### src/rtl/syscfg_pkg.sv
package syscfg_pkg;

    // Bus widths
    localparam int DATA_WIDTH = 32;
    localparam int ADDR_WIDTH = 16;
    localparam int STRB_WIDTH = DATA_WIDTH / 8;
    localparam int REG_BITS   = 2;
    localparam int TGT_BITS   = 4;

    typedef logic [DATA_WIDTH-1:0] data_t;
    typedef logic [ADDR_WIDTH-1:0] addr_t;
    typedef logic [STRB_WIDTH-1:0] strb_t;

    // Host or interconnect toward a target
    typedef struct packed {
        logic  sel;
        logic  enable;
        logic  write;
        addr_t addr;
        data_t wdata;
        strb_t strb;
    } apb_req_t;

    // Target or interconnect toward a host
    typedef struct packed {
        logic  ready;
        data_t rdata;
        logic  slverr;
    } apb_rsp_t;

    // Byte address split into target and register fields
    typedef struct packed {
        logic [ADDR_WIDTH-TGT_BITS-REG_BITS-3:0] unused;
        logic [TGT_BITS-1:0]                     tgt;
        logic [REG_BITS-1:0]                     reg_idx;
        logic [1:0]                              byte_off;
    } apb_addr_fields_t;

    typedef union packed {
        addr_t            raw;
        apb_addr_fields_t fields;
    } apb_addr_u;

    // Maestro commands, also used as the FSM state
    typedef enum logic [3:0] {
        IDLE   = 4'd0,
        RESUME = 4'd1,
        PAUSE  = 4'd2,
        STOP   = 4'd3,
        RESET  = 4'd4
    } action_t;

    // Register indexes inside one target
    localparam logic [REG_BITS-1:0] REG_SR  = 2'd0;
    localparam logic [REG_BITS-1:0] REG_MR  = 2'd1;
    localparam logic [REG_BITS-1:0] REG_BAR = 2'd2;
    localparam logic [REG_BITS-1:0] REG_IER = 2'd3;

endpackage

### src/rtl/apb_interconnect.sv
`timescale 1ns/10ps

module apb_interconnect
    import syscfg_pkg::*;
#(
    parameter int NUM_TARGETS = 3
) (
    input  logic     seq,
    input  logic     reset,

    input  apb_req_t host_req [2],
    output apb_rsp_t host_rsp [2],

    output apb_req_t tgt_req [NUM_TARGETS],
    input  apb_rsp_t tgt_rsp [NUM_TARGETS]
);

    logic busy;
    logic owner;
    logic last_winner;
    logic grant;

    apb_req_t  sel_req;
    apb_rsp_t  sel_rsp;
    apb_addr_u addr_view;
    logic      in_range;
    logic      done;

    logic [NUM_TARGETS-1:0] tgt_sel;

    // Host choice: the owner while busy, otherwise round robin
    always_comb begin
        if (busy) begin
            grant = owner;
        end else if (host_req[0].sel && host_req[1].sel) begin
            grant = ~last_winner;
        end else begin
            grant = host_req[1].sel;
        end
    end

    assign sel_req = host_req[grant];

    // Target and register fields of the granted address
    assign addr_view.raw = sel_req.addr;
    assign in_range      = (int'(addr_view.fields.tgt) < NUM_TARGETS);

    always_comb begin
        for (int i = 0; i < NUM_TARGETS; i++) begin
            tgt_sel[i] = sel_req.sel && in_range && (int'(addr_view.fields.tgt) == i);
        end
    end

    // Same request to every target, sel only on the decoded one
    always_comb begin
        for (int i = 0; i < NUM_TARGETS; i++) begin
            tgt_req[i]     = sel_req;
            tgt_req[i].sel = tgt_sel[i];
        end
    end

    // Response mux, with a local error for a missing target
    always_comb begin
        sel_rsp = '0;
        for (int i = 0; i < NUM_TARGETS; i++) begin
            if (tgt_sel[i]) begin
                sel_rsp = tgt_rsp[i];
            end
        end
        if (!in_range) begin
            sel_rsp.ready  = sel_req.sel && sel_req.enable;
            sel_rsp.slverr = sel_req.sel && sel_req.enable;
        end
    end

    // Losing host sees ready low and keeps its request
    always_comb begin
        for (int h = 0; h < 2; h++) begin
            host_rsp[h] = (grant == h[0]) ? sel_rsp : '0;
        end
    end

    assign done = sel_req.sel && sel_req.enable && sel_rsp.ready;

    always_ff @(posedge seq) begin
        if (reset) begin
            busy        <= 1'b0;
            owner       <= 1'b0;
            // Host 0 wins the first tie
            last_winner <= 1'b1;
        end else if (done) begin
            busy        <= 1'b0;
            last_winner <= grant;
        end else if (!busy && sel_req.sel) begin
            busy  <= 1'b1;
            owner <= grant;
        end
    end

    // Decode never opens two targets at once
    assert property (@(posedge seq) disable iff (reset)
        $onehot0(tgt_sel));

    // Grant is held across the whole transfer
    assert property (@(posedge seq) disable iff (reset)
        busy && !done |=> busy && $stable(owner));

endmodule

### src/rtl/target_ctrl.sv
`timescale 1ns/10ps

module target_ctrl
    import syscfg_pkg::*;
#(
    parameter bit    EN_BOOTSTRAP  = 1'b0,
    parameter addr_t RST_BOOT_ADDR = 16'h0100
) (
    input  logic     seq,
    input  logic     reset,

    input  apb_req_t req,
    output apb_rsp_t rsp,

    input  data_t    irq_vec,
    output logic     irq,

    output logic     rst_out,
    output logic     pause_req,
    input  logic     pause_ack,
    output addr_t    boot_addr
);

    data_t   bar;
    data_t   ier;
    data_t   sr;
    data_t   mr;
    action_t action;
    action_t state;
    logic    paused;
    logic    stopped;

    logic  rsp_ready;
    data_t rsp_rdata;
    logic  rsp_slverr;

    apb_addr_u        addr_view;
    logic [REG_BITS-1:0] reg_idx;
    data_t            mask;
    logic [3:0]       wr_action;
    logic             busy;

    assign sr = {{(DATA_WIDTH-2){1'b0}}, stopped, paused};
    assign mr = {{(DATA_WIDTH-4){1'b0}}, action};

    assign boot_addr = bar[ADDR_WIDTH-1:0];

    // Any enabled source raises the line
    assign irq = |(ier & irq_vec);

    assign addr_view.raw = req.addr;
    assign reg_idx       = addr_view.fields.reg_idx;

    // Byte strobes widened to a bit mask
    always_comb begin
        for (int i = 0; i < STRB_WIDTH; i++) begin
            mask[i*8 +: 8] = req.strb[i] ? 8'hFF : 8'h00;
        end
    end

    assign wr_action = req.wdata[3:0] & mask[3:0];
    assign busy      = (state != IDLE) || (action != IDLE);

    assign rsp.ready  = rsp_ready;
    assign rsp.rdata  = rsp_rdata;
    assign rsp.slverr = rsp_slverr;

    // APB side
    always_ff @(posedge seq) begin
        if (reset) begin
            action     <= IDLE;
            bar        <= {{(DATA_WIDTH-ADDR_WIDTH){1'b0}}, RST_BOOT_ADDR};
            ier        <= '0;
            rsp_ready  <= 1'b0;
            rsp_rdata  <= '0;
            rsp_slverr <= 1'b0;
        end else if (req.sel && !rsp_ready) begin
            rsp_ready <= 1'b1;
            case (reg_idx)
                REG_SR: begin
                    // Status is read-only
                    if (req.write) begin
                        rsp_slverr <= 1'b1;
                    end else begin
                        rsp_rdata <= sr;
                    end
                end
                REG_MR: begin
                    if (!req.write) begin
                        rsp_rdata <= mr;
                    end else if (busy) begin
                        rsp_slverr <= 1'b1;
                    end else if (wr_action <= 4'(RESET)) begin
                        action <= action_t'(wr_action);
                    end else begin
                        // Unknown codes do nothing
                        action <= IDLE;
                    end
                end
                REG_BAR: begin
                    if (!req.write) begin
                        rsp_rdata <= bar;
                    end else if (busy) begin
                        rsp_slverr <= 1'b1;
                    end else begin
                        bar <= (req.wdata & mask) | (bar & ~mask);
                    end
                end
                default: begin
                    // IER
                    if (req.write) begin
                        ier <= (req.wdata & mask) | (ier & ~mask);
                    end else begin
                        rsp_rdata <= ier;
                    end
                end
            endcase
        end else if (req.sel && req.enable && rsp_ready) begin
            // Transfer done, command already taken by the FSM
            rsp_ready  <= 1'b0;
            rsp_rdata  <= '0;
            rsp_slverr <= 1'b0;
            action     <= IDLE;
        end
    end

    // Maestro FSM
    always_ff @(posedge seq) begin
        if (reset) begin
            rst_out   <= 1'b1;
            pause_req <= 1'b1;
            state     <= EN_BOOTSTRAP ? RESUME : IDLE;
            paused    <= 1'b1;
            stopped   <= 1'b1;
        end else begin
            case (state)
                RESUME: begin
                    rst_out   <= 1'b0;
                    pause_req <= 1'b0;
                    // Target has dropped its ack
                    if (!pause_req && !pause_ack) begin
                        paused  <= 1'b0;
                        stopped <= 1'b0;
                        state   <= IDLE;
                    end
                end
                PAUSE: begin
                    pause_req <= 1'b1;
                    if (pause_req && pause_ack) begin
                        paused <= 1'b1;
                        state  <= IDLE;
                    end
                end
                STOP, RESET: begin
                    pause_req <= 1'b1;
                    // Reset only once the target is quiet
                    if (pause_req && pause_ack) begin
                        rst_out <= 1'b1;
                        paused  <= 1'b1;
                        stopped <= 1'b1;
                        state   <= (state == RESET) ? RESUME : IDLE;
                    end
                end
                default: begin
                    state <= action;
                end
            endcase
        end
    end

    // Ready only inside an access phase from the host
    assert property (@(posedge seq) disable iff (reset)
        rsp_ready |-> req.sel && req.enable);

    // Reset reaches a target only while it is held paused
    assert property (@(posedge seq) disable iff (reset)
        rst_out |-> pause_req);

endmodule

### src/rtl/syscfg_top.sv
`timescale 1ns/10ps

module syscfg_top
    import syscfg_pkg::*;
#(
    parameter int                     NUM_TARGETS    = 3,
    parameter logic [NUM_TARGETS-1:0] BOOTSTRAP_MASK = '0,
    parameter addr_t                  RST_BOOT_ADDR  = 16'h0100
) (
    input  logic                   seq,
    input  logic                   reset,

    input  apb_req_t               host_req [2],
    output apb_rsp_t               host_rsp [2],

    input  data_t                  irq_vec [NUM_TARGETS],

    output logic [NUM_TARGETS-1:0] tgt_rst,
    output logic [NUM_TARGETS-1:0] tgt_pause_req,
    input  logic [NUM_TARGETS-1:0] tgt_pause_ack,
    output logic [NUM_TARGETS-1:0] tgt_irq,
    output addr_t                  tgt_boot_addr [NUM_TARGETS]
);

    apb_req_t tgt_req [NUM_TARGETS];
    apb_rsp_t tgt_rsp [NUM_TARGETS];

    apb_interconnect #(
        .NUM_TARGETS (NUM_TARGETS)
    ) u_interconnect (
        .seq      (seq),
        .reset    (reset),
        .host_req (host_req),
        .host_rsp (host_rsp),
        .tgt_req  (tgt_req),
        .tgt_rsp  (tgt_rsp)
    );

    // One controller per target, bootstrap picked from the mask
    for (genvar i = 0; i < NUM_TARGETS; i++) begin : g_tgt
        target_ctrl #(
            .EN_BOOTSTRAP  (BOOTSTRAP_MASK[i]),
            .RST_BOOT_ADDR (RST_BOOT_ADDR)
        ) u_target_ctrl (
            .seq       (seq),
            .reset     (reset),
            .req       (tgt_req[i]),
            .rsp       (tgt_rsp[i]),
            .irq_vec   (irq_vec[i]),
            .irq       (tgt_irq[i]),
            .rst_out   (tgt_rst[i]),
            .pause_req (tgt_pause_req[i]),
            .pause_ack (tgt_pause_ack[i]),
            .boot_addr (tgt_boot_addr[i])
        );
    end

endmodule

### config.mk
export PLATFORM = sky130hd
export DESIGN_NAME = syscfg_top
export DESIGN_NICKNAME = d
export VERILOG_FILES = /design/src/rtl/syscfg_pkg.sv /design/src/rtl/apb_interconnect.sv /design/src/rtl/target_ctrl.sv /design/src/rtl/syscfg_top.sv
export SDC_FILE = /design/constraint.sdc
export NUM_CORES = 1
export LEC_CHECK = 0
export ABC_AREA = 1
export BUFFER_PORTS_ARGS = -buffer_cell sky130_fd_sc_hd__buf_4
export CAP_MARGIN = 25
export CORE_AREA = 2 2 190 229
export DETAILED_ROUTE_END_ITERATION = 6
export DIE_AREA = 0 0 192 231
export SETUP_SLACK_MARGIN = 0.02
export SLEW_MARGIN = 20
export SYNTH_ARGS = -nofsm -noshare
export SYNTH_HDL_FRONTEND = slang
export SYNTH_SLANG_ARGS = --single-unit
### constraint.sdc
create_clock -name seq -period 3.11 [get_ports seq]
set_input_delay 0.311 -clock seq [delete_from_list [all_inputs] [get_ports seq]]
set_output_delay 0.311 -clock seq [all_outputs]
set_load 0.1 [all_outputs]
# == Word level (Yosys, flattened, before mapping) ==
# Index checks and enable logic that the tools add are counted.
# word_totals
input_bits,211
wordCells,314
output_inout_bits,125
regBits,333
# classes
eq_ne,52
n_bitwise,25
muxes,105
magnitude_cmp,3
reduce_logical,93
# ops
cell,n
two-way mux 32 bit,18
AND 32 bit,10
one-hot mux 32 bit (3 select lines),3
bitwise OR 32 bit,6
two-way mux 34 bit,5
two-way mux 55 bit,3
two-way mux 4 bit,25
OR reduction 32 bit,3
one-hot mux 4 bit (3 select lines),3
AND reduction 3 bit,12
two-way mux 8 bit,4
NOT 32 bit,1
one-hot mux 1 bit (2 select lines),15
two-way mux 1 bit,29
== test 4 x 2 -> 1 bit (second input constant),7
!= test 3 bit (second input constant),9
!= test 2 x 1 -> 1 bit (second input constant),12
!= test 2 bit (second input constant),12
AND reduction 4 bit,6
nonzero test 4 bit,6
logical AND 1 bit,23
nonzero test 2 bit,9
== test 4 x 3 -> 1 bit (second input constant),4
AND reduction 5 bit,3
other kinds (17),50

# == Longest topological paths before layout ==
# depth
depth_word,17
ltp_mapped,19
mapped_depth_nobuf,16

# == Cells and area by module ==
# A second synthesis with hierarchy kept.
# unflattened
cells_unflattened,2705
area_unflattened_um2,18012.3
# by_module_without_submodules
mod,cells_per_inst,area_per_inst_um2,seq_area_each_um2,instances
target_ctrl,717,5097.4,2202.1,3
apb_interconnect,554,2720.1,60.1,1

# == Least setup slack after synthesis ==
# No wires, ideal clock.
# synth_timing
path_kind,in2reg
from,input host_req[109] (netlist bit)
to,register with a tool-made name
setup_time_ns,0.110
arrival_ns,3.141
required_time_ns,3.000
slack_ns,-0.141
path_stages,16
n_path_buf,5
cell_sequence,nand2_1 > nand3_4 > nand2_4 > clkbuf_1 > clkbuf_1 > clkbuf_1 > nand2_1 > o21ai_0 > ha_1 > buf_2 > clkinv_1 > nor2_2 > clkbuf_1 > nand4_1 > nand2_1 > nor2_1
# synth_lines
item,line,source
"start, declared",syscfg_top.sv:13,"input apb_req_t host_req [2],"

==> run_results.csv <==
group,metric,value,unit
run_status,status,"finished, final reports clean",
power_and_ir_drop,power.share.switching,0.320,
clock_tree,tritoncts,"done",
timing,fmax,333,MHz
timing,post-route-period-util,0.964,
layout,instances_no_fill,3142,
drt,via_count,16600,
critical_path,rr_startpoint,"u_interconnect.last_winner",
placed_design,place_area,19200,um2
clock_tree,clk_pin_slew,60,ps
power_and_ir_drop,peakVddDrop,0.307,mV
clock_tree,clk_path_buf_depth,3,
yosys,yosysSeqAreaShare,0.401,
grt,first_global_vias,15200,
drt,antenna_left,0,
layout,antennaDiodeCount,0,
critical_path,path_max_fanout,7,
placed_design,gp_congestion,0.892,
drt,via_per_inst,5.28,
drt,routed_wl,59.1,mm
placed_design,dpl.cell_count,3070,
drt,avgRoutedWirePerCell,18.8,um
power_and_ir_drop,pwr-share-clk,0.382,
timing,final_max_slew_viol_count,0,
clock_tree,cts_hold_buf,0,
die,fp.dieH,231,um
yosys,syn_area,16600,um2
critical_path,cp-start-kind,"register",
clock_tree,clkLatencyLatePin,540,ps
clock_tree,numCtsBuffers,35,
min_path,hp-class,"in2reg",
die,num_io_pins,336,
drt,drt_iter0_markers,1511,
timing,tightestPinTransition,976,ps
layout,fin_area,21000,um2
die,coreArea,42400,um2
power_and_ir_drop,p_leak,8.31,nW
yosys,synth-simple-area-share,0.197,
timing,maxSlewHeadroom,0.349,
clock_tree,cts_root_buf,"clkbuf_16",
timing,setup_violations,0,
min_path,hp-start,"tgt_pause_ack[2]",
grt,antenna_found_initial,0,
die,start_util,0.393,
power_and_ir_drop,p_sw,3.46,mW
power_and_ir_drop,seqPwrFrac,0.403,
yosys,synthDistinctLibCells,45,
yosys,synthCells,2346,
grt,grt_max_degree,77,
power_and_ir_drop,pwr_density_cell,515,nW/um2
yosys,yosys_warnings,0,
die,num_rows,83,
placed_design,pre_cts_ws,37.4,ps
critical_path,reg2reg_slack,210,ps
critical_path,cp.required,2800,ps
critical_path,critPathArrivalTime,2690,ps
timing,grt_setup_unrepaired,"true",
drt,dr.pass1.iters,5,
yosys,synth_compound_area_frac,0.264,
yosys,synth_seq_cells,333,
drt,drc,0,
critical_path,critPathCaptureType,"output pin",
yosys,synth_xor_area_frac,0,
critical_path,reg2reg_depth,13,
power_and_ir_drop,p_int,7.35,mW
clock_tree,cts_max_level,2,
timing,setup_ws,111,ps
timing,hold_violations,0,
yosys,synthMuxAreaShare,0,
layout,multi_input_area,7940,um2
layout,ff_latch_area,6670,um2
min_path,hold_end,"g_tgt[2].u_target_ctrl.stopped",
layout,fillers,4195,
grt,grt_pass1_wl,88.6,mm
timing,fin_worst_skew,28.4,ps
clock_tree,clock_sinks,333,
run,maxCapViolCount,0,
layout,final_nets,2783,
grt,overflow,0,
die,dieWidth,192,um
grt,track_usage,0.259,
layout,area_delta_synth_final,26.2,%
die,dieArea,44400,um2
placed_design,portBuffers,315,
layout,final_layout_size_suffix_gt1_frac,0.227,
yosys,synth_top_family_by_area,"compound AO/OA/AOI/OAI gates",
critical_path,criticalPathCategory,"reg2out",
timing,fin_crit,3000,ps
placed_design,hpwl,43.0,mm
yosys,syn_nets,2562,
min_path,hold_depth,5,
power_and_ir_drop,power_frac_comb,0.215,
yosys,avgSynthCellArea,7.09,um2
yosys,synth_fa_ha_area_frac,0.00376,
metal layers:
| layer | up-vias | track usage | wire length, um |
|---|---|---|---|
| met5 | - | 0 | 0 |
| met1 | 7621 | 0.356 | 26000 |
| li1 | 8212 | - | - |
| met2 | 655 | 0.421 | 27300 |
| met4 | 0 | 0.0792 | 1860 |
| met3 | 96 | 0.0357 | 3910 |
worst max-delay path by stage:
stage                                     from      endpoint  slack, ps  depth (start not counted)
floorplan                        host_req[109]  host_rsp[24]       -110                         12
global placement                 host_req[109]      register         90                         14
finish                    u_interconnect.owner  host_rsp[61]        110                         14
detailed placement               host_req[109]      register         40                         14
CTS                 u_interconnect.last_winner      register         10                         14
global route        u_interconnect.last_winner      register        -40                         13
logic make-up (layout without fill, tap and decap cells):
| logic type | Yosys count | count (layout) |
|---|---|---|
| compound gates | 790 | 790 |
| simple gates | 705 | 705 |
| flops | 333 | 333 |
| fa+ha+maj | 5 | 5 |
| buf+inv | 513 | 757 |
critical path: stages (launching register included):
cell and delay [ps]:
dfxtp_1 350, nand2_2 140, or2_0 230, nand2_1 130, inv_2 90, nand3_2 100
inv_2 50, nand3_4 90, inv_8 70, buf_16 150, a22oi_2 220, nand2_1 100
o21ai_1 130, nor2_1 90, buf_6 210
cell usage in the layout (no fill, tap or decap), types with 14 or more instances in the layout:
cell type,n
or2_2,32
o211ai_1,52
clkbuf_16,38
nor2_2,16
nand2_1,351
inv_1,295
o21ai_2,21
nand3_1,61
buf_4,306
buf_12,17
a221oi_1,18
dfxtp_1,332
nor3_1,14
o21ai_1,27
a22oi_1,20
o21ai_0,303
nor2_1,132
a21oi_1,299
buf_6,58
nand4_1,39
a22o_1,16
power groups by stage:
stage	sequential (mW)	clock, mW	combinational, mW
after floorplan	4.43	0	1.37
after global placement	4.45	0	2.18
after detailed placement	4.45	0	2.21
after CTS	4.35	4.19	2.26
after global routing	4.36	4.35	2.49
final	4.35	4.13	2.32
through the flow:
| step | hold WS [ps] | TNS (ps) | utilization | total power [mW] |
|---|---|---|---|---|
| floorplan | 419 | -6390 | - | 5.81 |
| global placement | 430 | 0 | 0.454 | 6.63 |
| detailed placement | 437 | 0 | 0.454 | 6.65 |
| CTS | 143 | 0 | 0.487 | 10.8 |
| global route | 193 | -139 | 0.496 | 11.2 |
| finish | 164 | 0 | 0.496 | 10.8 |
repair_timing:
| action | 4_1_cts | 5_1_grt |
|---|---|---|
| setup endpoints to repair | 66 | 114 |
| gates resized for setup | 80 | 82 |
| setup buffers | 4 | 5 |
| pin swaps | 8 | 20 |
| cloned | 1 | 2 |
synthesized netlist by cell type (all sizes together):
master | instances | share of area
a32oi | 4 | 0.0021
nor3 | 14 | 0.0042
nand4 | 41 | 0.017
nor4 | 6 | 0.0023
inv | 309 | 0.070
a21oi | 299 | 0.090
o21a | 2 | 0.00090
o211ai | 52 | 0.023
a22oi | 31 | 0.014
a211oi | 9 | 0.0053
clkbuf | 86 | 0.019
o21ai | 352 | 0.11
a22o | 16 | 0.0084
nor2 | 161 | 0.042
clkinv | 1 | 0.00023
buf | 117 | 0.046
o31ai | 2 | 0.00090
nand3b | 2 | 0.00090
or2 | 35 | 0.013
or4 | 1 | 0.00045
nand2 | 366 | 0.086
a221oi | 18 | 0.0095
ha | 5 | 0.0038
a41oi | 1 | 0.00053
o221ai | 4 | 0.0021
nand3 | 79 | 0.031
dfxtp | 333 | 0.40
final cells by class:
class                   count  area share
inverters                 310      0.0562
clock inverters            12     0.00506
repair buffers            387       0.163
well taps                 552      0.0329
multi-input cells        1500       0.378
clock buffers              48      0.0479
flip-flops and latches    333       0.318
Note: power is estimated with default switching activity, not from simulation.
